<file path="config.mk">
export PLATFORM = sky130hd
export DESIGN_NAME = tape_fetch
export DESIGN_NICKNAME = d
export VERILOG_FILES = /design/src/source/cpc_pkg.sv /design/src/source/tape_fetch.sv
export SDC_FILE = /design/constraint.sdc
export NUM_CORES = 1
export LEC_CHECK = 0
export ABC_AREA = 0
export BUFFER_PORTS_ARGS = -buffer_cell sky130_fd_sc_hd__buf_4
export CAP_MARGIN = 20
export CORE_UTILIZATION = 30
export CTS_CLUSTER_DIAMETER = 150
export DETAILED_ROUTE_END_ITERATION = 16
export MAX_ROUTING_LAYER = met4
export PLACE_DENSITY_LB_ADDON = 0.05
export SLEW_MARGIN = 15
export SYNTH_ARGS = -nofsm -noshare
export SYNTH_HDL_FRONTEND = slang
export SYNTH_SLANG_ARGS = --single-unit
</file>
<file path="constraint.sdc">
create_clock -name clk_sys -period 14.9 [get_ports clk_sys]
set_input_delay 4.47 -clock clk_sys [delete_from_list [all_inputs] [get_ports clk_sys]]
set_output_delay 4.47 -clock clk_sys [all_outputs]
set_load 0.01 [all_outputs]
</file>
<file path="src/source/cpc_pkg.sv">
// Bus structs, download and Multiface enums, memory-map constants
package cpc_pkg;

	// One bus cycle from the CPU board
	typedef struct packed {
		logic [15:0] cpu_addr;
		logic [22:0] mem_addr;  // Physical RAM address
		logic [7:0]  dout;
		logic        mem_rd;
		logic        mem_wr;
		logic        io_rd;
		logic        io_wr;
		logic        m1;
	} cpu_bus_t;

	// File download port
	typedef struct packed {
		logic        active;
		logic        wr;
		logic [7:0]  index;
		logic [24:0] addr;
		logic [7:0]  data;
		logic [15:0] ext;  // Two ASCII characters
	} download_t;

	typedef struct packed {
		logic        oe;
		logic        we;
		logic [22:0] addr;
		logic [1:0]  bank;
		logic [7:0]  din;
	} mem_req_t;

	typedef struct packed {
		logic        rd;
		logic        wr;
		logic [22:0] addr;
	} tape_mem_t;

	typedef enum logic [1:0] {DL_NONE, DL_ROM, DL_EXT, DL_TAPE} dl_kind_e;
	typedef enum logic [1:0] {MF2_ENABLED, MF2_HIDDEN, MF2_DISABLED} mf2_mode_e;
	typedef enum logic [1:0] {GA_PEN, GA_COLOR, GA_MODE, GA_BANK} ga_cmd_e;  // Data bits 7:6

	////////////////////
	// Memory map
	localparam logic [8:0]  MF2_PAGE       = 9'h1FF;
	localparam logic [8:0]  MALFORMED_PAGE = 9'h1EE;  // Unused page
	localparam logic [15:0] NMI_ENTRY      = 16'h0066;
	localparam logic [15:0] NMI_HIDE       = 16'h0065;
	localparam logic [13:0] MF2_PORT       = 14'b11111110111010;  // FEE8 and FEEA

	// Download kind from the index
	function automatic dl_kind_e dl_kind(input download_t d);
		dl_kind_e k;
		case (d.index)
			8'd0: k = DL_ROM;
			8'd3: k = DL_EXT;
			8'd4: k = DL_TAPE;
			default: k = DL_NONE;
		endcase
		return d.active ? k : DL_NONE;
	endfunction

endpackage
</file>
<file path="src/source/tape_fetch.sv">
// Tape image write requests and byte fetch for the tape player
`timescale 1ns/100ps

module tape_fetch import cpc_pkg::*; (
	input  logic        clk_sys,
	input  logic        reset,
	input  download_t   dl,
	input  logic        mem_ack_toggle,
	input  logic [7:0]  ram_dout,
	input  logic        tape_data_req,
	output tape_mem_t   tape_mem,
	output logic [7:0]  tape_din,
	output logic [7:0]  tape_byte,
	output logic        tape_data_ack,
	output logic        tape_restart
);

	logic        old_strobe, old_ack;
	logic        wr_req, rd_req;
	logic        wr_pend;  // Strobe seen while memory busy
	logic [22:0] wr_addr, play_addr, last_addr;
	logic        tape_dl, strobe_rise, ack_seen, busy, play_req;

	assign tape_dl     = (dl_kind(dl) == DL_TAPE);
	assign strobe_rise = tape_dl & dl.wr & ~old_strobe;
	assign ack_seen    = mem_ack_toggle ^ old_ack;
	assign busy        = wr_req | rd_req;
	assign play_req    = tape_data_req ^ tape_data_ack;

	assign tape_mem.wr   = wr_req;
	assign tape_mem.rd   = rd_req;
	assign tape_mem.addr = wr_req ? wr_addr : play_addr;

	always_ff @(posedge clk_sys) begin
		old_strobe <= dl.wr;
		old_ack    <= mem_ack_toggle;
		if (reset) begin
			wr_req        <= 1'b0;
			rd_req        <= 1'b0;
			wr_pend       <= 1'b0;
			play_addr     <= 23'd0;
			last_addr     <= 23'd0;
			tape_restart  <= 1'b1;
			tape_data_ack <= tape_data_req;
		end else begin
			tape_restart <= tape_dl;
			if (ack_seen & busy) begin  // Request done
				wr_req <= 1'b0;
				rd_req <= 1'b0;
				if (rd_req) begin
					tape_byte     <= ram_dout;
					tape_data_ack <= tape_data_req;
					play_addr     <= play_addr + 23'd1;
				end
			end else if ((strobe_rise | wr_pend) & ~busy) begin
				wr_req   <= 1'b1;
				wr_pend  <= 1'b0;
				wr_addr  <= dl.addr[22:0];
				tape_din <= dl.data;
			end else if (~dl.active & ~busy & play_req & (play_addr <= last_addr))
				rd_req <= 1'b1;

			if (strobe_rise) begin
				last_addr <= dl.addr[22:0];
				if (busy) wr_pend <= 1'b1;
			end
			if (tape_dl & ~rd_req) play_addr <= 23'd0;  // Rewind on new image
		end
	end

	a_rd_wr_excl: assert property (@(posedge clk_sys) disable iff (reset)
		!(tape_mem.rd && tape_mem.wr));
	// Request and address hold until the memory answers
	a_req_hold: assert property (@(posedge clk_sys) disable iff (reset)
		(tape_mem.wr || tape_mem.rd) && !ack_seen |=> $stable(tape_mem));

endmodule

</file>
==> Word-level counts from Yosys, hierarchy flattened <==
Cells that the tools add are included.
{ "classes": {"magnitude_cmp": 1, "addsub": 1, "eq_ne": 3, "bitwise": 19, "n_mux": 10, "n_reduce_logical": 10} }
{ "op_table": {"columns": ["cell", "n"], "rows": [
  ["$add 23x1->23 const B", 1],
  ["$le 23x23->1", 1],
  ["$mux 23", 1],
  ["$and 1x1->1", 8],
  ["$eq 8x2->1 const B", 1],
  ["$eq 8x3->1 const B", 1],
  ["$logic_not 8->1", 1],
  ["$mux 1", 7],
  ["$not 1->1", 7],
  ["$pmux 2 s3", 1],
  ["$reduce_and 2->1", 3],
  ["$reduce_and 3->1", 2],
  ["$reduce_bool 2->1", 2],
  ["$reduce_or 2->1", 2],
  ["$eq 2x2->1 const B", 1],
  ["$mux 2", 1],
  ["$or 1x1->1", 2],
  ["$xor 1x1->1", 2]
]} }
{ "totals": {"elab_cells": 56, "inputBits": 71, "regBits": 92} }

==> Longest topological paths before layout <==
{ "depth": {"ltp_word": 12, "depth_mapped": 7, "mapped_depth_nobuf": 7} }

==> Least setup slack after synthesis <==
Ideal clock, no wire load.
{ "synth_path": {"path_kind": "in2reg", "start": "input port dl[54] (netlist name)", "end": "register tape_din[0] (enable)", "setup_ns": 0.497, "setup_slack_ns": 6.114, "required_time_ns": 14.403, "t_arrival_ns": 8.289, "n_path_buf": 0, "cell_stages": 4, "path_cell_list": "nor4_1 -> nand4_1 -> nor2b_1 -> nor4_1"} }
{ "synth_between": {"elab_chain_cells": 9, "word_cells_on_any_way": 11, "classes_between": "3 x eq/ne; 2 x mux; 4 x bitwise; 2 x reduce/logical"} }
{ "synth_lines": {"columns": ["item", "line", "rtl"], "rows": [
  ["from (decl)", "tape_fetch.sv:7", "input download_t dl,"],
  ["$eq 8x3->1 (tied with other cells)", "cpc_pkg.sv:55", "case (d.index)"],
  ["$pmux 2 s3 (*)", "cpc_pkg.sv:55", null],
  ["$mux 2 (*)", "cpc_pkg.sv:61", "return d.active ? k : DL_NONE;"],
  ["$eq 2x2->1 (*)", "tape_fetch.sv:24", "assign tape_dl = (dl_kind(dl) == DL_TAPE);"],
  ["$and 1x1->1 (*) (2 in series)", "tape_fetch.sv:25", "assign strobe_rise = tape_dl & dl.wr & ~old_strobe;"],
  ["$or 1x1->1 (*)", "tape_fetch.sv:55", "end else if ((strobe_rise | wr_pend) & ~busy) begin"],
  ["$and 1x1->1 (*)", "tape_fetch.sv:55", null],
  ["$reduce_and 3->1 (no source line) (*)", null, null],
  ["to (signal assigned)", "tape_fetch.sv:59", "tape_din <= dl.data;"],
  ["to (decl)", "tape_fetch.sv:12", "output logic [7:0] tape_din,"]
]} }
Mark *: on every way between the ends. The rest lies on a longest branch, timed or not.
A chain may end at the register's enable or synchronous reset.

==> Worst setup path after layout <==
{ "layout_path": {"start": "input port dl[54] (netlist name)", "end": "register wr_addr[3] (enable)"} }
{ "layout_between": {"elab_chain_cells": 9, "word_cells_on_any_way": 11, "classes_between": "3 x eq/ne; 2 x mux; 4 x bitwise; 2 x reduce/logical"} }
{ "layout_lines": {"columns": ["item", "line", "rtl"], "rows": [
  ["$eq 8x3->1 (tied with other cells)", "cpc_pkg.sv:55", null],
  ["$pmux 2 s3 (*)", "cpc_pkg.sv:55", null],
  ["$mux 2 (*)", "cpc_pkg.sv:61", null],
  ["$eq 2x2->1 (*)", "tape_fetch.sv:24", null],
  ["$and 1x1->1 (*) (2 in series)", "tape_fetch.sv:25", null],
  ["$or 1x1->1 (*)", "tape_fetch.sv:55", null],
  ["$and 1x1->1 (*)", "tape_fetch.sv:55", null],
  ["$reduce_and 3->1 (no source line) (*)", null, null],
  ["to (signal assigned)", "tape_fetch.sv:58", "wr_addr <= dl.addr[22:0];"],
  ["to (decl)", "tape_fetch.sv:21", "logic [22:0] wr_addr, play_addr, last_addr;"]
]} }
Marks and branches as above.

==> impl_results.md <==
- Final Max Slew Viols: 0
- Final hold vios: 0
- Filler instances: 1409
- WL/cell: 14.62 um
- Max cap viols: 0
- Final Net Count: 572
- Placed inst area: 5151 um2
- Net Sw Frac: 0.2037
- Vias in the first global route: 3095
- CTS-repair resized insts: 0
- Async SR Flop Fraction: 0
- Sinks on Clock Net: 92
- # setup viols final: 0
- Status: complete, no violations
- Via count: 3049
- Max clock buf depth: 2
- Worst-Skew Late Latency: between 0.3 and 0.4 ns
- DR DRC count: 0
- Total iterations of the first detailed-routing run: 4
- CTS Hold Bufs: 0
- EDFF count, synth: 40
- Setup TNS: 0 ns
- CP arrival: 6.76 ns
- Critical path startpoint category: input pin
- Logic gate share of total power: 0.042
- Global-route wire length before repair: 15750 um
- Switch Pwr: approximately 0.10 mW
- Peak VDD IR: roughly 0.07 mV
- Sequential Power Share: 0.517
- Antenna Diode Count: 0
- RSZ-0062 raised after global routing: false
- Sequential element share of the synthesized area: 0.5254
- Die Ht: 121.3 um
- Pin count of the biggest net entering global routing: 32
- Initial Util: 0.3075
- Slew at the pin closest to its max-slew limit: 0.8380 ns
- Detail Placement HPWL: between 6000 and 7000 um
- Vias/cell: approximately 4.6
- Synth Net Count: 479
- Initial antenna violation count: 0
- Top_reg_cell synth: dfxtp_1
- # Post-CTS Setup Buffers: 0
- Avg Synthesized Cell Area: 11.11 um2
- Port bufs: 95
- Worst-path clk slew: 0.06 ns
- CP required: 14.90 ns
- Cell area after layout: 5444 um2
- Wirelength, routed: 9681 um
- Clock power frac: 0.441
- Critical path class: in -> reg
- Row count: 43
- I/O Pins: 114
- Crit Path Max Fanout: 26
- F_max: 148.0 MHz
- Global-route usage over all layers: 0.1470
- CTS Root Cell: clkbuf_16
- Int Pwr: 0.4090 mW
- Synth cell types: between 40 and 50
- Width of the die: 121.3 um
- Worst slew margin: 0.4367
- Syn-to-layout area delta: 27.56%
- Total gr overflow: 0
- Synth top area cells: edfxtp_1, dfxtp_1, ha_1, mux2i_1, mux2_2
- CTS tree: done
- PwrDens: 94.35 nW/um2
- Setup slack, reg-to-reg: 12.36 ns
- CTS H-tree lvls: 3
- Leak Pwr: approximately 2.2 nW
- Iter 0 DRT Violations: 114
- Mapped cell area: 4268 um2
- Yosys warns: 0
- Antenna Violating Nets Remaining: 0
- Cts bufs inserted: 9
- Area leader, netlist: edfxtp_1
- Period utilization: 0.4534
- Layout Skew: 0.005422 ns
- Layout cells sized above 1: 0.2988
- GPL Wtd Cong: 0.7519
- Die footprint: 14710 um2
- Crit path capture type: flop
- Yosys reg bits: 92
- Syn Inst Count: 384
- Post-route minimum period: 6.756 ns
- HP Class: reg -> reg
- Core box area: around 14000 um2
- Share of the synthesized area in the top cell type: 0.2814
-- synth_stat cells (all sizes together) (2+ instances only) --
library cell	n
a211oi	2
a21oi	13
and2	4
and4	6
buf	8
clkbuf	9
dfxtp	52
edfxtp	40
ha	24
inv	31
mux2	16
mux2i	23
nand2	20
nand2b	3
nand3	9
nand4	7
nor2	46
nor2b	4
nor3	7
nor4	11
o21ai	14
or3	5
xnor2	16
xor2	4
-- area by class of cell --
type,instances,area (um2),share of cell area
Multi-Input combinational cell,244,1824,0.3351
Sequential cell,92,2242,0.4119
Inverter,31,116.4,0.02137
Timing Repair Buffer,99,743.2,0.1365
Tap cell,180,225.2,0.04137
Clock buffer,10,239.0,0.04390
Clock inverter,6,53.80,0.009883
-- cell families (layout without fill, tap and decap cells) --
family          Yosys count  in the layout  synth area share
compound gates           36             36           0.04925
xor+xnor                 20             20           0.04280
fa+ha+maj                24             24           0.07036
buf+inv                  48            146           0.04866
flops                    92             92            0.5254
mux                      39             39           0.09616
simple gates            125            125            0.1674
-- flip-flops by register name, summed over array words and instances (netlist names), 8 cells and up, named ones only --
| register | flops |
|---|---|
| tape_din | 8 |
| tape_byte | 8 |
| last_addr | 23 |
| wr_addr | 23 |
| play_addr | 23 |
-- critical path, stage by stage --
cell and delay, ns:
buf_4 0.11, nor4_1 0.34, nand4_1 0.14, buf_4 0.30
nor2b_1 0.24, nor4_2 0.64, buf_4 0.50
-- stage by stage --
stage,setup slack (ns),power (mW),hold WS (ns),util,cells
global route,7.957,0.5327,0.5291,0.3922,662
floorplan,6.114,0.2782,0.4634,-,384
finish,8.144,0.5136,0.4965,0.3922,662
global placement,7.720,0.2928,0.4795,0.3711,646
detailed placement,7.670,0.2931,0.4843,0.3711,646
CTS,8.040,0.5240,0.5006,0.3922,662
-- final timing paths --
check	startpoint	depth (start not counted)	endpoint
max	dl[54]	7	wr_addr[3]$_DFFE_PP_
min	last_addr[4]$_SDFFE_PP0P_	2	last_addr[4]$_SDFFE_PP0P_
max reg2reg	old_strobe$_DFF_P_	6	wr_addr[3]$_DFFE_PP_
min reg2reg	last_addr[4]$_SDFFE_PP0P_	2	last_addr[4]$_SDFFE_PP0P_
-- metal layers --
metal	GRT usage	vias to the layer above	wire length, um
met2	0.2400	78	4580
met3	0.04652	6	475
met1	0.1736	1438	4528
met4	0.04167	0	97
li1	-	1527	-
met5	-	-	0
-- cells in the final DEF (no fill, tap or decap), drive strengths merged --
master	count
a211oi	2
a21o	1
a21oi	13
a221o	1
a221oi	1
a41o	1
a41oi	1
and2	4
and3	1
and4	6
buf	99
bufinv	1
clkbuf	10
clkinv	4
clkinvlp	1
dfxtp	52
edfxtp	40
ha	24
inv	31
mux2	16
mux2i	23
nand2	20
nand2b	3
nand3	9
nand3b	1
nand4	7
nor2	46
nor2b	4
nor3	7
nor3b	1
nor4	11
o21ai	14
o21bai	1
o31ai	1
or3	5
xnor2	16
xor2	4
-- power groups by stage --
stage          registers [mW]  logic [mW]  clock network, mW
6_report                0.265      0.0216              0.227
5_1_grt                 0.265      0.0237              0.244
4_1_cts                 0.265      0.0221              0.237
3_5_place_dp            0.271      0.0221                  0
3_3_place_gp            0.271      0.0219                  0
2_1_floorplan           0.271     0.00767                  0
Power figures use the tool's default switching activity.
