`config.mk`:
```
export PLATFORM = sky130hd
export DESIGN_NAME = mem_gate
export DESIGN_NICKNAME = d
export VERILOG_FILES = /design/src/source/cpc_pkg.sv /design/src/source/mem_gate.sv
export SDC_FILE = /design/constraint.sdc
export NUM_CORES = 1
export LEC_CHECK = 0
export BUFFER_PORTS_ARGS = -buffer_cell sky130_fd_sc_hd__buf_4
export CORE_ASPECT_RATIO = 1.4
export CORE_MARGIN = 8
export CORE_UTILIZATION = 26
export DETAILED_ROUTE_END_ITERATION = 12
export PLACE_DENSITY_LB_ADDON = 0.3
export SLEW_MARGIN = 20
export SYNTH_ARGS = -nofsm -noshare
export SYNTH_HDL_FRONTEND = slang
export SYNTH_SLANG_ARGS = --single-unit
```
`constraint.sdc`:
```
create_clock -name clk_sys -period 1.1 [get_ports clk_sys]
set_input_delay 0 -clock clk_sys [delete_from_list [all_inputs] [get_ports clk_sys]]
set_output_delay 0 -clock clk_sys [all_outputs]
set_load 0.03 [all_outputs]
```
`src/source/cpc_pkg.sv`:
```
// Bus structs, download and Multiface enums, memory-map constants
package cpc_pkg;

	// One bus cycle from the CPU board
	typedef struct packed {
		logic [15:0] cpu_addr;
		logic [22:0] mem_addr;  // Physical RAM address
		logic [7:0]  dout;
		logic        mem_rd;
		logic        mem_wr;
		logic        io_rd;
		logic        io_wr;
		logic        m1;
	} cpu_bus_t;

	// File download port
	typedef struct packed {
		logic        active;
		logic        wr;
		logic [7:0]  index;
		logic [24:0] addr;
		logic [7:0]  data;
		logic [15:0] ext;  // Two ASCII characters
	} download_t;

	typedef struct packed {
		logic        oe;
		logic        we;
		logic [22:0] addr;
		logic [1:0]  bank;
		logic [7:0]  din;
	} mem_req_t;

	typedef struct packed {
		logic        rd;
		logic        wr;
		logic [22:0] addr;
	} tape_mem_t;

	typedef enum logic [1:0] {DL_NONE, DL_ROM, DL_EXT, DL_TAPE} dl_kind_e;
	typedef enum logic [1:0] {MF2_ENABLED, MF2_HIDDEN, MF2_DISABLED} mf2_mode_e;
	typedef enum logic [1:0] {GA_PEN, GA_COLOR, GA_MODE, GA_BANK} ga_cmd_e;  // Data bits 7:6

	////////////////////
	// Memory map
	localparam logic [8:0]  MF2_PAGE       = 9'h1FF;
	localparam logic [8:0]  MALFORMED_PAGE = 9'h1EE;  // Unused page
	localparam logic [15:0] NMI_ENTRY      = 16'h0066;
	localparam logic [15:0] NMI_HIDE       = 16'h0065;
	localparam logic [13:0] MF2_PORT       = 14'b11111110111010;  // FEE8 and FEEA

	// Download kind from the index
	function automatic dl_kind_e dl_kind(input download_t d);
		dl_kind_e k;
		case (d.index)
			8'd0: k = DL_ROM;
			8'd3: k = DL_EXT;
			8'd4: k = DL_TAPE;
			default: k = DL_NONE;
		endcase
		return d.active ? k : DL_NONE;
	endfunction

endpackage
```
`src/source/mem_gate.sv`:
```
// External memory request selection, model latch and CPU read bus merge
`timescale 1ns/100ps

module mem_gate import cpc_pkg::*; (
	input  logic       clk_sys,
	input  logic       reset,
	input  cpu_bus_t   cpu,
	input  logic       cpc664,
	input  logic       boot_active,
	input  mem_req_t   boot_req,
	input  logic       rom_absent,
	input  logic       mf2_rom_en,
	input  logic       mf2_ram_en,
	input  logic [7:0] mf2_data,
	input  logic [7:0] ram_dout,
	output mem_req_t   mem,
	output logic       model,
	output logic [7:0] cpu_din
);

	logic boot_sel;

	// Model only changes while in reset
	always_ff @(posedge clk_sys) begin
		if (reset)
			model <= cpc664;
	end

	assign boot_sel = reset | boot_active;

	////////////////////
	// Request mux
	always_comb begin
		if (boot_sel)
			mem = boot_req;
		else begin
			mem.oe   = cpu.mem_rd & ~mf2_ram_en & ~rom_absent;
			mem.we   = cpu.mem_wr & ~mf2_ram_en & ~mf2_rom_en;
			mem.addr = mf2_rom_en ? {MF2_PAGE, cpu.cpu_addr[13:0]} : cpu.mem_addr;
			mem.bank = {1'b0, model};
			mem.din  = cpu.dout;
		end
	end

	assign cpu_din = ram_dout & mf2_data;  // Unselected sources give FF

endmodule

```
* Yosys cells after proc, flatten, opt, wreduce, memory -nomap -nowiden *
Cells that the tools add are included.

operators by class
  mux-type cells = 2
  bitwise operators = 9

operator list
  operator       number
  $mux W35       1
  $mux W23       1
  $and A8 B8 Y8  1
  $and A1 B1 Y1  4
  $not A1 Y1     3
  $or A1 B1 Y1   1

storage, ports and cells
  bits in registers = 1
  input port bits = 110
  output and inout bits = 44
  logic and storage cells = 12

* Logic depth before layout (Yosys ltp) *
Gate-level depths: netlist of the first run.

  depth after elaboration = 4
  mapped depth = 4
  mapped depth without buffers = 2

* Worst setup path before layout of the first run *
Ideal clock, no wire load.

  path kind = input to output
  start point = input boot_active
  end point = output mem[13] (netlist bit)
  data arrival time = 1.230 ns
  required time = 1.100 ns
  slack = -0.130 ns
  cell stages on the path = 4
  path buffers = 2
  cell sequence = or2_1 > buf_6 > clkbuf_1 > o21ai_0

RTL lines
  what         line            source
  from (decl)  mem_gate.sv:9   input logic boot_active,
  to (decl)    mem_gate.sv:16  output mem_req_t mem,

==> run_results.csv, run 1 <==
group,metric,value,unit
status,outcome,"finished clean",
place,portBuffers,148,
grt,grt_pass1_wl,6.94,mm
timing,hold_viol,0,
worst_setup_path,slowest_delay,0.29,ns
clocking,cts.clk_slew.worst_paths,0,ns
logic_synthesis,synth_xor_area_share,0,%
worst_setup_path,cp.arrival,1.03,ns
power_and_ir_drop,power,1010,uW
floorplanning,core_area,0.00262,sq mm
place,placedCellCount,283,
worst_hold_path,worstHoldPathCells,1,
floorplanning,start_util,27.5,%
drt,drt_iter0_markers,25,
layout,reg.largest.list,"model: 1 flops",
timing,timing.fmax,0.968,GHz
place,dp_hpwl,4.14,mm
layout,drive_gt1_share,66.0,%
timing,finalCriticalPeriod,1.03,ns
layout,largest_reg_flops,1,
logic_synthesis,synth_warnings,0,
timing,slew_violations,0,
place,place_ws,0.0644,ns
logic_synthesis,yosys-mux-area-fraction,35.7,%
floorplanning,die_area,0.00472,sq mm
logic_synthesis,synthCells,105,
place,gp_congestion,0.757,
logic_synthesis,synthAdderAreaFrac,0,%
logic_synthesis,yosys_register_bits,1,
logic_synthesis,synthesis.nets,215,
drt,detail_route.vias_per_cell,4.74,
worst_setup_path,path_cells,"buf_4 > or2_1 > buf_4 > mux2_2 > buf_4",
worst_setup_path,worstPathRequired,1.10,ns
worst_setup_path,crit_buf_inv,3,
logic_synthesis,synth_compound_area_share,36.2,%
floorplanning,ioPinCount,154,
layout,regMostFlops,"model",
drt,wirelength,4.74,mm
power_and_ir_drop,p_per_area,549,mW/mm^2
grt,grt_max_degree,27,
worst_setup_path,critPathTopFamily,"buffers and inverters",
worst_hold_path,hold_path.class,"input pin to flop",
timing,tns,0,ns
worst_setup_path,crit_fanout,16,
worst_setup_path,end_kind,"output port",
layout,fin_nets,359,
worst_setup_path,cp-start-kind,"input pin",
drt,wire_per_inst,16.7,microns
timing,setup_slack,0.0666,ns
logic_synthesis,synthSimpleGateAreaFrac,14.3,%
clocking,cts_setup_buffers,0,
layout,stdcell_area,0.00185,sq mm
logic_synthesis,syn_area_per_cell,6.84,sq um
layout,area_delta_synth_final,157,%
drt,drt_first_pass_iters,4,
grt,antenna_found_initial,0,
layout,num-fill-cells,236,
timing,fin_crit_sh,93.9,%
power_and_ir_drop,ir_drop,0.343,mV
layout,layout.cells.non_filler,283,
power_and_ir_drop,p_leak,0.00100,uW
grt,grt_pass1_vias,1455,
clocking,ctsResizeCount,0,
logic_synthesis,synth_area,718,sq um
drt,route.vias.total,1342,
clocking,holdBufCountCts,0,
worst_setup_path,cp.depth,5,
layout,antennaDiodeCount,0,
floorplanning,die_y,78.2,microns
floorplanning,rows,22,
logic_synthesis,synth_top_family_by_area,"compound AO/OA/AOI/OAI gates",
drt,ant_nets,0,
timing,final-setup-viol-count,0,
timing,slew_headroom,77.4,%
worst_setup_path,critPathSlowestCell,"mux2_2",
timing,rsz0062_at_grt,"false",
worst_setup_path,critPathKind,"input pin to output port",
grt,grt_overflow,0,
worst_setup_path,crit_top_cell,"buf_4",
drt,drcViolationCount,0,
place,dpl_cell_area,0.00185,sq mm
flow_run,drv_cap,0,
timing,worst_pin_slew,0.339,ns
grt,grtUsageTotal,18.1,%
logic_synthesis,ys_seq_area_share,4.18,%
floorplanning,dieWidth,60.4,microns
logic_synthesis,yosysUniqueCellTypes,17,
==> per-layer routing <==
metal	wire length, microns	global-route usage, %	vias to the layer above
li1	-	-	667
met1	1540	16.9	588
met2	2460	35.3	87
met3	737	9.46	0
met4	0	0	0
met5	0	0	-
==> cells in the mapped netlist, drive strengths merged <==
| library cell | n | area (sq um) |
|---|---|---|
| o21ai | 47 | 235 |
| nor2 | 9 | 33.8 |
| nor4 | 1 | 6.26 |
| inv | 1 | 3.75 |
| o41ai | 1 | 16.3 |
| and2 | 9 | 56.3 |
| a22o | 1 | 8.76 |
| buf | 4 | 38.8 |
| clkbuf | 7 | 26.3 |
| edfxtp | 1 | 30.0 |
| mux2i | 14 | 140 |
| or2 | 1 | 6.26 |
| mux2 | 9 | 116 |
==> where the power goes <==
| part | internal [uW] | leakage (uW) | switching [uW] | total, uW |
|---|---|---|---|---|
| Combinational | 490 | 0.000991 | 476 | 965 |
| Sequential | 46.3 | 0.00000979 | 1.92 | 48.2 |
| Clock | 0 | 0 | 0 | 0 |
==> stage by stage <==
step	hold WS [ns]	util [%]
final	0.180	70.6
after global routing	0.187	70.6
after CTS	0.180	70.6
after detailed placement	0.180	70.6
after global placement	0.179	70.6
after floorplan	0.0989	-
==> kinds of logic after synthesis <==
kind of cell / Yosys count
simple gates: 20
flops: 1
compound gates: 49
buf+inv: 12
mux: 23
==> final cells by class <==
class,instances,area (sq um),share of cell area [%]
repair buffers,153,1150,62.2
inverters,1,3.75,0.203
flip-flops and latches,1,30.0,1.63
well taps,36,45.0,2.44
multi-input cells,92,619,33.5
==> layout by cell type (no fill, tap or decap), drive strengths merged <==
| cell | Yosys | layout |
|---|---|---|
| inv | 1 | 1 |
| buf | 4 | 153 |
| nor2 | 9 | 9 |
| o21ai | 47 | 47 |
| or2 | 1 | 1 |
| and2 | 9 | 9 |
| mux2i | 14 | 14 |
| a22o | 1 | 1 |
| mux2 | 9 | 9 |
| o41ai | 1 | 1 |
| nor4 | 1 | 1 |
| edfxtp | 1 | 1 |
==> final timing paths <==
check	from	slack, ns	endpoint
min	cpc664	0.18	model
max	boot_active	0.07	mem[0]
Power figures use the tool's default switching activity.
==> inputs of run 2 (changes only) <==
- CORE_ASPECT_RATIO: 1.4 -> default
==> run_results.csv, run 2 (synthesis gave the netlist of run 1 again) <==
group,metric,value,unit
floorplanning,die_area,0.00470,sq mm
worst_setup_path,end_kind,"output port",
timing,slew_violations,0,
floorplanning,start_util,26.7,%
drt,wirelength,4.44,mm
place,dp_hpwl,3.80,mm
floorplanning,core_area,0.00269,sq mm
drt,drt_iter0_markers,79,
layout,regMostFlops,"model",
place,placedCellCount,276,
floorplanning,dieWidth,68.6,microns
layout,antennaDiodeCount,0,
timing,holdWs,0.179,ns
worst_setup_path,critPathSlowestCell,"mux2_4",
timing,setup_slack,0.0811,ns
timing,final-setup-viol-count,0,
grt,grt_overflow,0,
timing,fin_crit_sh,92.6,%
place,gp_congestion,0.770,
worst_setup_path,path_cells,"buf_4 > or2_1 > buf_12 > mux2_4 > buf_4",
clocking,cts.clk_slew.worst_paths,0,ns
drt,drcViolationCount,0,
grt,antenna_found_initial,0,
grt,grtUsageTotal,16.6,%
drt,route.vias.total,1297,
worst_setup_path,critPathKind,"input pin to output port",
grt,grt_max_degree,36,
drt,wire_per_inst,16.1,microns
layout,post-route-util,68.4,%
grt,grt_pass1_wl,6.24,mm
layout,drive_gt1_share,65.7,%
layout,fin_nets,357,
layout,layout_common_cells,"150 x buf_4, 44 x o21ai_0, 14 x mux2i_1",
worst_setup_path,crit_fanout,35,
timing,slew_headroom,76.9,%
power_and_ir_drop,p_leak,0.000997,uW
clocking,holdBufCountCts,0,
worst_setup_path,cp-start-kind,"input pin",
floorplanning,die_y,68.6,microns
drt,detail_route.vias_per_cell,4.70,
timing,timing.fmax,0.981,GHz
worst_setup_path,worstPathRequired,1.10,ns
power_and_ir_drop,ir_drop,0.373,mV
layout,reg.largest.list,"model: 1 flops",
timing,rsz0062_at_grt,"false",
worst_setup_path,crit_top_cell,"buf_4",
timing,tns,0,ns
layout,num-fill-cells,233,
clocking,ctsResizeCount,0,
status,outcome,"finished clean",
floorplanning,rows,19,
clocking,cts_setup_buffers,0,
place,portBuffers,148,
timing,hold_viol,0,
grt,grt_pass1_vias,1329,
worst_hold_path,hold_path.class,"input pin to flop",
layout,area_delta_synth_final,156,%
layout,layout.cells.non_filler,276,
drt,ant_nets,0,
layout,mostFrequentLayoutCell,"buf_4",
timing,worst_pin_slew,0.346,ns
power_and_ir_drop,p_per_area,549,mW/mm^2
flow_run,drv_cap,0,
floorplanning,ioPinCount,154,
timing,finalCriticalPeriod,1.02,ns
layout,largest_reg_flops,1,
worst_setup_path,slowest_delay,0.30,ns
place,place_ws,0.0752,ns
worst_setup_path,cp.arrival,1.02,ns
drt,drt_first_pass_iters,4,
[run 2: cell count changes in the layout (fill, tap and decap cells not counted), sizes merged]
cell  previous run  this run
buf            153       151
[run 2: cell type report]
class | count | area [sq um] | share of cell area, %
inverters | 1 | 3.75 | 0.204
multi-input cells | 92 | 619 | 33.7
flip-flops and latches | 1 | 30.0 | 1.63
well taps | 31 | 38.8 | 2.11
repair buffers | 151 | 1150 | 62.4
[run 2: stage by stage]
stage                     total power, uW  cell area (sq um)
after floorplan                       512                718
after global placement               1010               1840
after detailed placement             1020               1840
after CTS                            1020               1840
after global routing                 1070               1840
final                                1010               1840
[run 2: report_power, final]
part	internal (uW)	switching, uW
Clock	0	0
Sequential	46.2	1.48
Combinational	490	472
Total	536	474
[run 2: worst paths after layout]
kind / end / startpoint / cells after the start / slack (ns)
worst max-delay path: mem[6] / boot_active / 5 / 0.08
worst min-delay path: model / cpc664 / 1 / 0.18
[run 2: critical path: cells and delay by family]
family	cells	cell delay, ns
buffers and inverters	3	0.46
AND/OR/NAND/NOR	1	0.26
multiplexers	1	0.30
[run 2: layer usage]
layer  vias to the layer above  GRT usage [%]  share of wire (%)
met2                        79           31.2                 51
met4                         0           1.53                1.0
met1                       550           17.5                 33
met5                         -              0                  0
met3                         4           6.30                 14
li1                        664              -                  -
==> inputs of run 3 (changes only) <==
- RECOVER_POWER: default -> 25
==> run_results.csv, run 3 (synthesis gave the netlist of run 1 again) <==
group,metric,value,unit
layout,area_delta_synth_final,151,%
clocking,holdBufCountCts,0,
clocking,ctsResizeCount,0,
drt,ant_nets,0,
power_and_ir_drop,p_leak,0.000962,uW
drt,wire_per_inst,16.1,microns
layout,reg.largest.list,"model: 1 flops",
timing,timing.fmax,0.981,GHz
drt,drcViolationCount,0,
grt,grt_pass1_wl,6.24,mm
layout,regMostFlops,"model",
floorplanning,die_y,68.6,microns
floorplanning,rows,19,
worst_setup_path,critPathKind,"input pin to output port",
power_and_ir_drop,comb_power_share,95.2,%
drt,wirelength,4.44,mm
grt,antenna_found_initial,0,
timing,rsz0062_at_grt,"false",
grt,grt_pass1_vias,1329,
timing,holdWs,0.202,ns
timing,final-setup-viol-count,0,
timing,slew_headroom,74.3,%
layout,mostFrequentLayoutCell,"buf_4",
layout,largest_reg_flops,1,
power_and_ir_drop,ir_drop,0.367,mV
layout,post-route-util,67.2,%
floorplanning,ioPinCount,154,
timing,worst_pin_slew,0.387,ns
layout,layout_common_cells,"140 x buf_4, 44 x o21ai_0, 14 x mux2i_1",
layout,fin_nets,357,
worst_hold_path,worstHoldPathCells,1,
status,outcome,"finished clean",
floorplanning,die_area,0.00470,sq mm
worst_setup_path,crit_fanout,35,
place,placedCellCount,276,
drt,drt_iter0_markers,108,
power_and_ir_drop,clock_power_share,0,%
worst_hold_path,hold_path.class,"input pin to flop",
power_and_ir_drop,switchingPower,473,uW
clocking,cts.clk_slew.worst_paths,0,ns
grt,grt_max_degree,36,
place,dp_hpwl,3.80,mm
clocking,cts_setup_buffers,0,
drt,detail_route.vias_per_cell,4.74,
floorplanning,start_util,26.7,%
timing,slew_violations,0,
timing,finalCriticalPeriod,1.02,ns
drt,route.vias.total,1308,
power_and_ir_drop,p_per_area,551,mW/mm^2
place,gp_congestion,0.770,
layout,antennaDiodeCount,0,
floorplanning,dieWidth,68.6,microns
layout,drive_gt1_share,62.0,%
worst_setup_path,worstPathRequired,1.10,ns
grt,grt_overflow,0,
worst_setup_path,cp.arrival,1.02,ns
worst_setup_path,cp-start-kind,"input pin",
power_and_ir_drop,swShare,47.6,%
floorplanning,core_area,0.00269,sq mm
power_and_ir_drop,pwr-share-seq,4.8,%
worst_setup_path,end_kind,"output port",
timing,tns,0,ns
timing,hold_viol,0,
layout,layout.cells.non_filler,276,
drt,drt_first_pass_iters,4,
power_and_ir_drop,p_int,520,uW
flow_run,drv_cap,0,
place,portBuffers,148,
timing,fin_crit_sh,92.6,%
grt,grtUsageTotal,16.6,%
[run 3: changes by cell type in the layout (fill, tap and decap cells not counted)]
cell | before | now
buf_4 | 150 | 140
clkbuf_1 | 0 | 9
clkbuf_4 | 0 | 1
[run 3: power by group through the flow]
stage / logic (uW) / registers, uW / clock network [uW]
6_report: 946 / 47.6 / 0
5_1_grt: 1010 / 48.2 / 0
4_1_cts: 971 / 47.6 / 0
3_5_place_dp: 969 / 47.6 / 0
3_3_place_gp: 959 / 47.4 / 0
2_1_floorplan: 459 / 53.6 / 0
[run 3: metrics by stage]
stage / worst slack [ns] / total power [uW] / cell area (sq um)
3_5_place_dp: 0.0752 / 1020 / 1840
4_1_cts: 0.0748 / 1020 / 1840
3_3_place_gp: 0.0888 / 1010 / 1840
5_1_grt: 0.0525 / 1060 / 1800
6_report: 0.0810 / 994 / 1800
2_1_floorplan: -0.130 / 512 / 718
[run 3: metal layers]
metal  vias to the layer above  part of all wire (%)  GRT usage, %  routed length [microns]
met1                       555                    33          17.5                     1450
met4                         0                   1.0          1.53                       46
met5                         -                     0             0                        0
li1                        664                     -             -                        -
met3                         4                    15          6.30                      658
met2                        85                    51          31.2                     2280
[run 3: cell type report]
| class | count | area (sq um) |
|---|---|---|
| fill | 244 | 882 |
| inverter | 1 | 3.75 |
| multi-input combinational | 92 | 619 |
| sequential | 1 | 30.0 |
| tap | 31 | 38.8 |
| timing repair buffer | 151 | 1110 |
[run 3: final timing paths]
| kind | slack (ns) | startpoint | endpoint |
|---|---|---|---|
| worst max-delay path | 0.08 | boot_active | mem[6] |
| worst min-delay path | 0.20 | cpc664 | model |
[run 3: worst max-delay path, stage by stage]
cell	delay, ns
buf_4	0.11
or2_1	0.26
buf_12	0.18
mux2_4	0.30
buf_4	0.17
