--- config.mk ---
export PLATFORM = sky130hd
export DESIGN_NAME = rom_loader
export DESIGN_NICKNAME = d
export VERILOG_FILES = /design/src/source/cpc_pkg.sv /design/src/source/rom_loader.sv
export SDC_FILE = /design/constraint.sdc
export NUM_CORES = 1
export LEC_CHECK = 0
export BUFFER_PORTS_ARGS = -buffer_cell sky130_fd_sc_hd__buf_2
export CAP_MARGIN = 10
export CORE_ASPECT_RATIO = 0.7
export CORE_MARGIN = 2
export CORE_UTILIZATION = 55
export CTS_BUF_LIST = sky130_fd_sc_hd__clkbuf_8
export DETAILED_ROUTE_END_ITERATION = 6
export PLACE_DENSITY = 0.76
export SLEW_MARGIN = 20
export SYNTH_ARGS = -nofsm -noshare
export SYNTH_HDL_FRONTEND = slang
export SYNTH_SLANG_ARGS = --single-unit
export TNS_END_PERCENT = 5
--- constraint.sdc ---
create_clock -name clk_sys -period 40.5 [get_ports clk_sys]
set_input_delay 4.05 -clock clk_sys [delete_from_list [all_inputs] [get_ports clk_sys]]
set_output_delay 4.05 -clock clk_sys [all_outputs]
set_load 0.02 [all_outputs]
--- src/source/cpc_pkg.sv ---
// Bus structs, download and Multiface enums, memory-map constants
package cpc_pkg;

	// One bus cycle from the CPU board
	typedef struct packed {
		logic [15:0] cpu_addr;
		logic [22:0] mem_addr;  // Physical RAM address
		logic [7:0]  dout;
		logic        mem_rd;
		logic        mem_wr;
		logic        io_rd;
		logic        io_wr;
		logic        m1;
	} cpu_bus_t;

	// File download port
	typedef struct packed {
		logic        active;
		logic        wr;
		logic [7:0]  index;
		logic [24:0] addr;
		logic [7:0]  data;
		logic [15:0] ext;  // Two ASCII characters
	} download_t;

	typedef struct packed {
		logic        oe;
		logic        we;
		logic [22:0] addr;
		logic [1:0]  bank;
		logic [7:0]  din;
	} mem_req_t;

	typedef struct packed {
		logic        rd;
		logic        wr;
		logic [22:0] addr;
	} tape_mem_t;

	typedef enum logic [1:0] {DL_NONE, DL_ROM, DL_EXT, DL_TAPE} dl_kind_e;
	typedef enum logic [1:0] {MF2_ENABLED, MF2_HIDDEN, MF2_DISABLED} mf2_mode_e;
	typedef enum logic [1:0] {GA_PEN, GA_COLOR, GA_MODE, GA_BANK} ga_cmd_e;  // Data bits 7:6

	////////////////////
	// Memory map
	localparam logic [8:0]  MF2_PAGE       = 9'h1FF;
	localparam logic [8:0]  MALFORMED_PAGE = 9'h1EE;  // Unused page
	localparam logic [15:0] NMI_ENTRY      = 16'h0066;
	localparam logic [15:0] NMI_HIDE       = 16'h0065;
	localparam logic [13:0] MF2_PORT       = 14'b11111110111010;  // FEE8 and FEEA

	// Download kind from the index
	function automatic dl_kind_e dl_kind(input download_t d);
		dl_kind_e k;
		case (d.index)
			8'd0: k = DL_ROM;
			8'd3: k = DL_EXT;
			8'd4: k = DL_TAPE;
			default: k = DL_NONE;
		endcase
		return d.active ? k : DL_NONE;
	endfunction

endpackage
--- src/source/rom_loader.sv ---
// Download decoding, boot write mapping, expansion page and upper-ROM presence map
`timescale 1ns/100ps

module rom_loader import cpc_pkg::*; (
	input  logic        clk_sys,
	input  logic        reset,
	input  download_t   dl,
	input  logic        model,
	input  mf2_mode_e   mf2_mode,
	input  logic [22:0] mem_addr,
	output logic        boot_active,
	output mem_req_t    boot_req,
	output logic        rom_absent
);

	dl_kind_e    kind;
	logic        rom_dl, ext_dl;
	logic [10:0] block;     // 16 KB block of the download
	logic        blk_ok;
	logic [8:0]  page;      // Expansion base page
	logic        combo;     // Z0 file waiting for end of first block
	logic        remap;     // Rest of a Z0 file goes to the MF2 page
	logic        old_wr, old_active;
	logic [4:0]  hi_nib, lo_nib;
	logic [255:0] rom_map = '0;  // Upper-ROM pages present

	// Valid flag and value of one hex character
	function automatic logic [4:0] hex_nibble(input logic [7:0] c);
		if (c >= "0" && c <= "9")
			return {1'b1, c[3:0]};
		if (c >= "A" && c <= "F")
			return {1'b1, c[3:0] + 4'd9};
		return 5'd0;
	endfunction

	assign kind        = dl_kind(dl);
	assign rom_dl      = (kind == DL_ROM);
	assign ext_dl      = (kind == DL_EXT);
	assign boot_active = rom_dl | ext_dl;
	assign block       = dl.addr[24:14];
	assign hi_nib      = hex_nibble(dl.ext[15:8]);
	assign lo_nib      = hex_nibble(dl.ext[7:0]);

	////////////////////
	// Boot write mapping
	always_comb begin
		boot_req.oe   = 1'b0;
		boot_req.din  = dl.data;
		boot_req.addr = {MF2_PAGE, dl.addr[13:0]};
		boot_req.bank = 2'd0;
		blk_ok        = 1'b1;
		if (ext_dl) begin
			if (!remap) begin
				boot_req.addr[22]    = page[8];
				boot_req.addr[21:14] = page[7:0] + dl.addr[21:14];
			end
			boot_req.bank = {1'b0, model};
		end else begin
			case (block)
				11'd0, 11'd4: boot_req.addr[22:14] = 9'h000;  // OS
				11'd1, 11'd5: boot_req.addr[22:14] = 9'h100;  // BASIC
				11'd2, 11'd6: boot_req.addr[22:14] = 9'h107;  // AMSDOS
				11'd3, 11'd7: boot_req.addr[22:14] = MF2_PAGE;
				default:      blk_ok = 1'b0;
			endcase
			boot_req.bank = {1'b0, block[2]};  // Blocks 4 to 7 in bank 1
		end
		boot_req.we = boot_active & dl.wr & blk_ok;
	end

	always_ff @(posedge clk_sys) begin
		old_wr     <= dl.wr;
		old_active <= dl.active;
		if (reset) begin
			page  <= 9'd0;
			combo <= 1'b0;
			remap <= 1'b0;
		end else begin
			// End of a boot write
			if (boot_active & blk_ok & old_wr & ~dl.wr) begin
				if (boot_req.addr[22])
					rom_map[boot_req.addr[21:14]] <= 1'b1;
				if (combo & (&dl.addr[13:0])) begin
					combo <= 1'b0;
					remap <= 1'b1;
				end
			end
			// Page from the extension at download start
			if (~old_active & dl.active & ext_dl) begin
				page  <= MALFORMED_PAGE;
				combo <= 1'b0;
				remap <= 1'b0;
				if (hi_nib[4]) page[7:4] <= hi_nib[3:0];
				if (lo_nib[4]) page[3:0] <= lo_nib[3:0];
				if (dl.ext == "ZZ") page <= 9'd0;
				if (dl.ext == "Z0") begin
					page  <= 9'd0;
					combo <= 1'b1;
				end
			end
		end
	end

	// Missing upper ROMs, and the MF2 page when the device is off
	assign rom_absent = mem_addr[22] & (~rom_map[mem_addr[21:14]] |
		((&mem_addr[21:14]) & (mf2_mode == MF2_DISABLED)));

	a_boot_in_download: assert property (@(posedge clk_sys) disable iff (reset)
		boot_req.we |-> dl.active && (dl.index == 8'd0 || dl.index == 8'd3));

endmodule

## Word level (Yosys, flattened, before mapping)

Cells that the tools add are included.

- Register bits after elaboration: 269
- Word-level logic and storage cells: 104

- $add $sub $neg: 3
- Order comparisons: 11
- Equal/unequal tests: 14
- Multiplexer cells: 34
- Bitwise operators: 17
- Reductions and logical operators: 19

Operators by type and width:

| operator | number |
|---|---|
| $or A256 B256 Y256 | 1 |
| $eq A11 B3 Y1 const B | 4 |
| $mux W5 | 8 |
| $mux W9 | 4 |
| $eq A16 B15 Y1 const B | 2 |
| $pmux W9 S3 | 1 |
| $eq A11 B2 Y1 const B | 2 |
| $lt A8 B9 Y1 const B | 2 |
| $ge A8 B6 Y1 const B | 2 |
| $ge A8 B7 Y1 const B | 2 |
| $le A8 B6 Y1 const B | 2 |
| $le A8 B7 Y1 const B | 2 |
| $mux W1 | 15 |
| $reduce_and A14 Y1 | 1 |
| $eq A11 B1 Y1 const B | 1 |
| $logic_not A11 Y1 | 1 |
| $and A1 B1 Y1 | 10 |
| $add A4 B4 Y4 const B | 2 |
| $add A8 B8 Y8 | 1 |
| $bmux W1 S8 | 1 |
| $demux W1 S8 | 1 |
| $eq A8 B2 Y1 const B | 1 |
| $eq A8 B3 Y1 const B | 1 |
| $ge A8 B1 Y1 const B | 1 |
| 15 further kinds | 30 |

## Depth between registers and ports, before layout

Gate-level depths: netlist of the first run.

- Depth after elaboration: 10
- Depth in mapped cells: 13
- Depth with buffers taken out: 11

## Worst setup path before layout of the first run

Ideal clock, no wire load.

- Kind: input-to-reg
- From: input dl[54] in the netlist's numbering
- To: register rom_map[0], enable pin
- Library setup time: 0.878 ns
- Data arrival time: 16.149 ns
- Data required time: 39.622 ns
- Setup slack: 23.473 ns
- Cell stages on the path: 9
- Cells stage by stage: nor4_1 > and4b_1 > ha_1 > buf_1 > inv_1 > a21oi_1 > and3b_1 > nand2_1 > nor2_1

- Word-level cells in the longest chain between the ends: 9
- Elaborated cells between the ends (all ways): 14
- Classes of those cells: eq/ne: 4; mux: 4; bitwise: 4; reduce/logical: 2

Ends and longest elaborated chain:

| element | line | source |
|---|---|---|
| start: declaration | rom_loader.sv:7 | `input download_t dl,` |
| $eq A8 B3 Y1, or another cell as far along | cpc_pkg.sv:55 | `case (d.index)` |
| $pmux W2 S3 * | cpc_pkg.sv:55 |  |
| $mux W2 * | cpc_pkg.sv:61 | `return d.active ? k : DL_NONE;` |
| $eq A2 B1 Y1 / $eq A2 B2 Y1 (equally long branches) | rom_loader.sv:37, rom_loader.sv:38 |  |
| $or A1 B1 Y1 / $mux W1 (equally long branches) | rom_loader.sv:39, rom_loader.sv:52 |  |
| $and A1 B1 Y1 (3 in series) | rom_loader.sv:80 | `if (boot_active & blk_ok & old_wr & ~dl.wr) begin` |
| $reduce_and A3 Y1 (no source line) * | n/a |  |
| end signal: indexed assignment | rom_loader.sv:82 | `rom_map[boot_req.addr[21:14]] <= 1'b1;` |
| end: declaration | rom_loader.sv:25 | `logic [255:0] rom_map = '0;` |

Mark *: on every way between the ends. The rest lies on a longest branch, timed or not.
A chain may end at the register's enable or synchronous reset.

## Worst setup path in the final report of the first run

- From: input mem_addr[14]
- To: output rom_absent

- Word-level cells in the longest chain between the ends: 5
- Elaborated cells between the ends (all ways): 7
- Classes of those cells: mux: 2; bitwise: 4; reduce/logical: 1

Ends and longest elaborated chain:

| element | line | source |
|---|---|---|
| start: declaration | rom_loader.sv:10 | `input logic [22:0] mem_addr,` |
| $bmux W1 S8 | rom_loader.sv:105 | `assign rom_absent = mem_addr[22] & (~rom_map[mem_addr[21:14]] \|` |
| $mux W1 (implied by the code) | rom_loader.sv:105 |  |
| $not A1 Y1 | rom_loader.sv:105 |  |
| $or A1 B1 Y1 * | rom_loader.sv:105 |  |
| $and A1 B1 Y1 * | rom_loader.sv:105 |  |
| end: declaration | rom_loader.sv:13 | `output logic rom_absent` |

Mark *: on every way between the ends. The rest lies on a longest branch, timed or not. The select of a mux whose other input is x is not followed.

==> impl_metrics.env, run 1 <==
export IMPL_finalMaxSlewViolations=0
export IMPL_critPathMaxFanout=51
export IMPL_gr_usage_all_layers=0.263
export IMPL_grtUsageMet2=0.375
export IMPL_cts_resized=0
export IMPL_synth_edff_count=256
export IMPL_gp_congestion=0.875
export IMPL_ant_nets=0
export IMPL_final_util=0.608
export IMPL_stdcell_count=1386
export IMPL_tns_ns=0
export IMPL_timing_hold_ws_ns=0.469
export IMPL_stdcell_area_um2=15000
export IMPL_nets=1133
export IMPL_cp_arrival_ns=7.20
export IMPL_grt_pass1_vias=8904
export IMPL_maxCapViolCount=0
export IMPL_crit_required_ns=36.45
export IMPL_grt_max_degree=181
export IMPL_slew_headroom=0.217
export IMPL_top_usage_layer="met1"
export IMPL_syn_avg_cell_area_um2=14.2
export IMPL_overflow=0
export IMPL_powerDensity_nw_per_um2=36.7
export IMPL_cts_sink_count=269
export IMPL_io_buffers=91
export IMPL_leakage_uw=0.00384
export IMPL_area_delta_synth_final_pct=8.77
export IMPL_synth_area_um2=13800
export IMPL_status="finished, violations left"
export IMPL_die_area_um2=26300
export IMPL_fin_crit_sh=0.278
export IMPL_rsz0062_at_grt="false"
export IMPL_nFillCells=1873
export IMPL_synth_warnings=0
export IMPL_first_pass_iters=7
export IMPL_worst_slew_pin_slew_ns=1.17
export IMPL_setup_viol=0
export IMPL_clock_path_buffers=3
export IMPL_final_common_cell="o21bai_1"
export IMPL_ys_ff_latch=269
export IMPL_global_route_usage_met1=0.403
export IMPL_use_met3=0.0601
export IMPL_core_region_area_um2=24600
export IMPL_ctsHoldBuffers=0
export IMPL_die_y_um=136
export IMPL_grt_pass1_wl_mm=51.5
export IMPL_critPathKind="input pin to primary output"
export IMPL_ios=124
export IMPL_placed_cells=1309
export IMPL_multi_input_area_um2=5280
export IMPL_row_count=48
export IMPL_cts_tree="yes"
export IMPL_numCtsBuffers=42
export IMPL_root_buffer="clkbuf_8"
export IMPL_antenna_found_initial=0
export IMPL_synth_yosys_seq_area_share=0.577
export IMPL_dp_hpwl_mm=20.0
export IMPL_peakVddDrop_mv=0.0341
export IMPL_vias=9022
export IMPL_start_util=0.559
export IMPL_clk_pin_slew_ns=0.06
export IMPL_htreeDepth=2
export IMPL_dpl_cell_area_um2=14200
export IMPL_post_cts_setup_buffer_count=0
export IMPL_drtIter0Drc=993
export IMPL_synthCells=973
export IMPL_synth_largest_area_cell="edfxtp_1"
export IMPL_avgRoutedWirePerCell_um=24.0
export IMPL_antenna_cells=0
export IMPL_finClkSkew_ns=0.0211
export IMPL_fmax_mhz=88.9
export IMPL_routed_via_density=6.51
export IMPL_finalHoldViolations=0
export IMPL_ff_latch_area_um2=7950
export IMPL_synth_area_leaders="edfxtp_1, o21bai_1, mux4_2, dfxtp_1, nand2_1"
export IMPL_hold_path_class="flip-flop to flip-flop"
export IMPL_synth_async_reset_ratio=0
export IMPL_layout_common_cells="o21bai_1, edfxtp_1, buf_2"
export IMPL_finalCriticalPeriod_ns=11.25
export IMPL_routed_wirelength_mm=33.2
export IMPL_dieWidth_um=193
export IMPL_cp_start_kind="input pin"
export IMPL_synth_cell_types=69
export IMPL_ys_flop_type="edfxtp_1"
export IMPL_violations="design-rule violations"
export IMPL_cp_end_kind="primary output"
export IMPL_drive_above_1_share=0.220
export IMPL_synth_top_area_frac=0.558
export IMPL_drt_drc_violations_left=3
export IMPL_clock_latency_ns=0.57
## metrics by stage
stage               setup slack [ns]  power (uW)
detailed placement             29.19         329
global placement               29.22         328
global route                   29.05         567
finish                         29.25         549
floorplan                      23.47         323
CTS                            29.18         552
## cells in the mapped netlist, types with 4 or more instances
| master | n |
|---|---|
| o22ai_1 | 6 |
| buf_4 | 26 |
| a21o_1 | 5 |
| a21oi_1 | 13 |
| mux4_2 | 65 |
| nand3_1 | 10 |
| nand2_2 | 4 |
| nor2_1 | 36 |
| inv_1 | 10 |
| ha_1 | 17 |
| mux2i_1 | 20 |
| clkbuf_1 | 19 |
| buf_2 | 33 |
| nand4_1 | 6 |
| xor2_1 | 4 |
| and2_1 | 6 |
| a22oi_1 | 7 |
| o21bai_1 | 257 |
| nor2b_1 | 7 |
| nand2_1 | 58 |
| edfxtp_1 | 256 |
| o21ai_0 | 14 |
| nor3_1 | 7 |
| dfxtp_1 | 13 |
| nor4_1 | 6 |
## flip-flops by register name, indices dropped and copies added, names as in the netlist
name        count
old_wr          1
page            9
remap           1
old_active      1
rom_map       256
combo           1
## cell families after synthesis
group / after synthesis / share of synthesized area
compound gates: 332 / 0.178
xor+xnor: 6 / 0.00382
fa+ha+maj: 18 / 0.0169
buf+inv: 96 / 0.0402
flops: 269 / 0.577
mux: 88 / 0.125
other cells: 1 / 0.000272
simple gates: 163 / 0.0587
## worst max-delay path, stage by stage
cell       delay (ns)
buf_4            0.27
buf_4            0.83
mux4_2           0.60
mux4_2           0.48
mux2i_1          0.32
o211ai_1         0.15
o2111ai_1        0.12
o31a_1           0.19
buf_2            0.17
## final timing paths
check                    start           to  slack, ns  depth (start not counted)
setup reg to reg         remap  rom_map[23]      36.83                          8
hold reg to reg        page[3]      page[3]       0.47                          2
hold / removal         page[3]      page[3]       0.47                          2
setup / recovery  mem_addr[14]   rom_absent      29.25                          9
## metal layers
metal,part of all wire,vias to the layer above
li1,-,3934
met1,0.45,4583
met2,0.44,442
met3,0.090,63
met4,0.021,0
met5,0,-
## final cells by class
class,instances,share of cell area
sequential,269,0.531
timing repair buffer,95,0.0334
inverter,11,0.00276
clock inverter,32,0.0122
clock buffer,45,0.0413
multi-input combinational,609,0.353
tap,325,0.0271
## power by group
part	leakage, uW	internal [uW]	switching (uW)	total [uW]
combinational	0.00178	9.50	13.9	23.4
clock	0.000459	116	110	226
sequential	0.00160	300	0.0286	300
Power figures use the tool's default switching activity.
==> run 2: changes to the inputs <==
--- a/config.mk
+++ b/config.mk
@@ -12,7 +12,7 @@
 export CORE_UTILIZATION = 55
 export CTS_BUF_LIST = sky130_fd_sc_hd__clkbuf_8
 export DETAILED_ROUTE_END_ITERATION = 6
-export PLACE_DENSITY = 0.76
+export PLACE_DENSITY = 0.79
 export SLEW_MARGIN = 20
 export SYNTH_ARGS = -nofsm -noshare
 export SYNTH_HDL_FRONTEND = slang
==> constraint.sdc (replaced) <==
create_clock -name clk_sys -period 9.57 [get_ports clk_sys]
set_input_delay 0.957 -clock clk_sys [delete_from_list [all_inputs] [get_ports clk_sys]]
set_output_delay 0.957 -clock clk_sys [all_outputs]
set_load 0.02 [all_outputs]
==> impl_metrics.env, run 2 (synthesis results as in run 1) <==
export IMPL_status="complete, no violations"
export IMPL_fin_crit_sh=0.511
export IMPL_ff_latch_area_um2=7950
export IMPL_worst_slew_pin_slew_ns=1.19
export IMPL_cp_start_kind="input pin"
export IMPL_grt_max_degree=199
export IMPL_finalCriticalPeriod_ns=4.89
export IMPL_nets=1134
export IMPL_routed_via_density=6.46
export IMPL_first_pass_iters=5
export IMPL_powerDensity_nw_per_um2=154
export IMPL_seqPwrFrac=0.551
export IMPL_peakVddDrop_mv=0.146
export IMPL_drive_above_1_share=0.219
export IMPL_gp_congestion=0.908
export IMPL_root_buffer="clkbuf_8"
export IMPL_numCtsBuffers=41
export IMPL_htreeDepth=2
export IMPL_dp_hpwl_mm=19.5
export IMPL_core_region_area_um2=24600
export IMPL_grt_pass1_wl_mm=51.0
export IMPL_fmax_mhz=205
export IMPL_nFillCells=1886
export IMPL_gr_usage_all_layers=0.257
export IMPL_stdcell_area_um2=15000
export IMPL_finalMaxSlewViolations=0
export IMPL_post_cts_setup_buffer_count=0
export IMPL_crit_required_ns=8.61
export IMPL_critPathMaxFanout=31
export IMPL_row_count=48
export IMPL_layout_common_cells="o21bai_1, edfxtp_1, buf_2"
export IMPL_grt_pass1_vias=8713
export IMPL_start_util=0.559
export IMPL_clk_pin_slew_ns=0.07
export IMPL_p_comb_frac=0.044
export IMPL_rsz0062_at_grt="false"
export IMPL_leakage_uw=0.00382
export IMPL_drt_drc_violations_left=0
export IMPL_overflow=0
export IMPL_area_delta_synth_final_pct=8.77
export IMPL_cts_sink_count=269
export IMPL_cts_resized=0
export IMPL_ant_nets=0
export IMPL_routed_wirelength_mm=32.7
export IMPL_finalHoldViolations=0
export IMPL_critPathKind="input pin to primary output"
export IMPL_total_power_uw=2300
export IMPL_cp_arrival_ns=3.93
export IMPL_slew_headroom=0.208
export IMPL_antenna_cells=0
export IMPL_internal_power_uw=1780
export IMPL_ctsHoldBuffers=0
export IMPL_cp_end_kind="primary output"
export IMPL_finClkSkew_ns=0.0333
export IMPL_tns_ns=0
export IMPL_antenna_found_initial=0
export IMPL_io_buffers=91
export IMPL_clkPwrFrac=0.405
export IMPL_dieWidth_um=193
export IMPL_clock_latency_ns=0.56
export IMPL_avgRoutedWirePerCell_um=23.6
export IMPL_setup_viol=0
export IMPL_timing_hold_ws_ns=0.469
export IMPL_die_y_um=136
export IMPL_maxCapViolCount=0
export IMPL_dpl_cell_area_um2=14200
export IMPL_vias=8934
export IMPL_die_area_um2=26300
export IMPL_drtIter0Drc=1016
export IMPL_p_sw_uw=521
export IMPL_final_common_cell="o21bai_1"
export IMPL_cts_tree="yes"
export IMPL_multi_input_area_um2=5280
export IMPL_hold_path_class="flip-flop to flip-flop"
export IMPL_clock_path_buffers=3
export IMPL_sw_frac_of_total=0.226
export IMPL_largest_register_ffs=256
export IMPL_ios=124
run 2: cell types whose count changed in the layout (fill, tap and decap cells not counted), sizes merged:
cell      delta
clkinv       -4
buf          +2
clkbuf       -2
clkinvlp     +2
inv          -1
run 2: critical path: stages:
cell and delay [ns]:
buf_4 0.25, buf_4 0.49, buf_16 0.31, mux4_2 0.53, mux4_2 0.46, mux2i_1 0.28, o211ai_1 0.14, o2111ai_1 0.12
o31a_1 0.20, buf_2 0.18
run 2: path summary, 6_finish.rpt:
check / from / end / slack [ns] / cells past startpoint
worst max-delay path: mem_addr[14] / rom_absent / 4.68 / 10
worst min-delay path: page[8] / page[8] / 0.47 / 2
worst max register to register: remap / rom_map[157] / 5.97 / 8
worst min register to register: page[8] / page[8] / 0.47 / 2
run 2: final cells by class:
cell class	count	area share
clock buffers	43	0.0395
multi-input cells	609	0.353
repair buffers	97	0.0357
clock inverters	29	0.0117
flip-flops and latches	269	0.531
inverters	11	0.00276
well taps	325	0.0271
run 2: power by group through the flow:
stage	Combinational, uW	Clock, uW	Sequential (uW)
2_1_floorplan	74.4	0	1290
3_3_place_gp	96.2	0	1290
3_5_place_dp	98.4	0	1290
4_1_cts	98.7	939	1270
5_1_grt	108	992	1270
6_report	101	932	1270
run 2: layer usage:
metal / up-vias / share of wire / global-route usage
met4: 0 / 0.024 / 0.0779
met1: 4450 / 0.44 / 0.394
li1: 3916 / - / -
met2: 489 / 0.44 / 0.368
met5: - / 0 / 0
met3: 79 / 0.098 / 0.0558
run 2: metrics by stage:
stage,worst slack (ns),instances,util
2_1_floorplan,2.85,974,-
4_1_cts,4.43,1382,0.607
6_report,4.68,1383,0.608
3_3_place_gp,4.49,1310,0.576
3_5_place_dp,4.44,1310,0.576
5_1_grt,4.51,1383,0.608
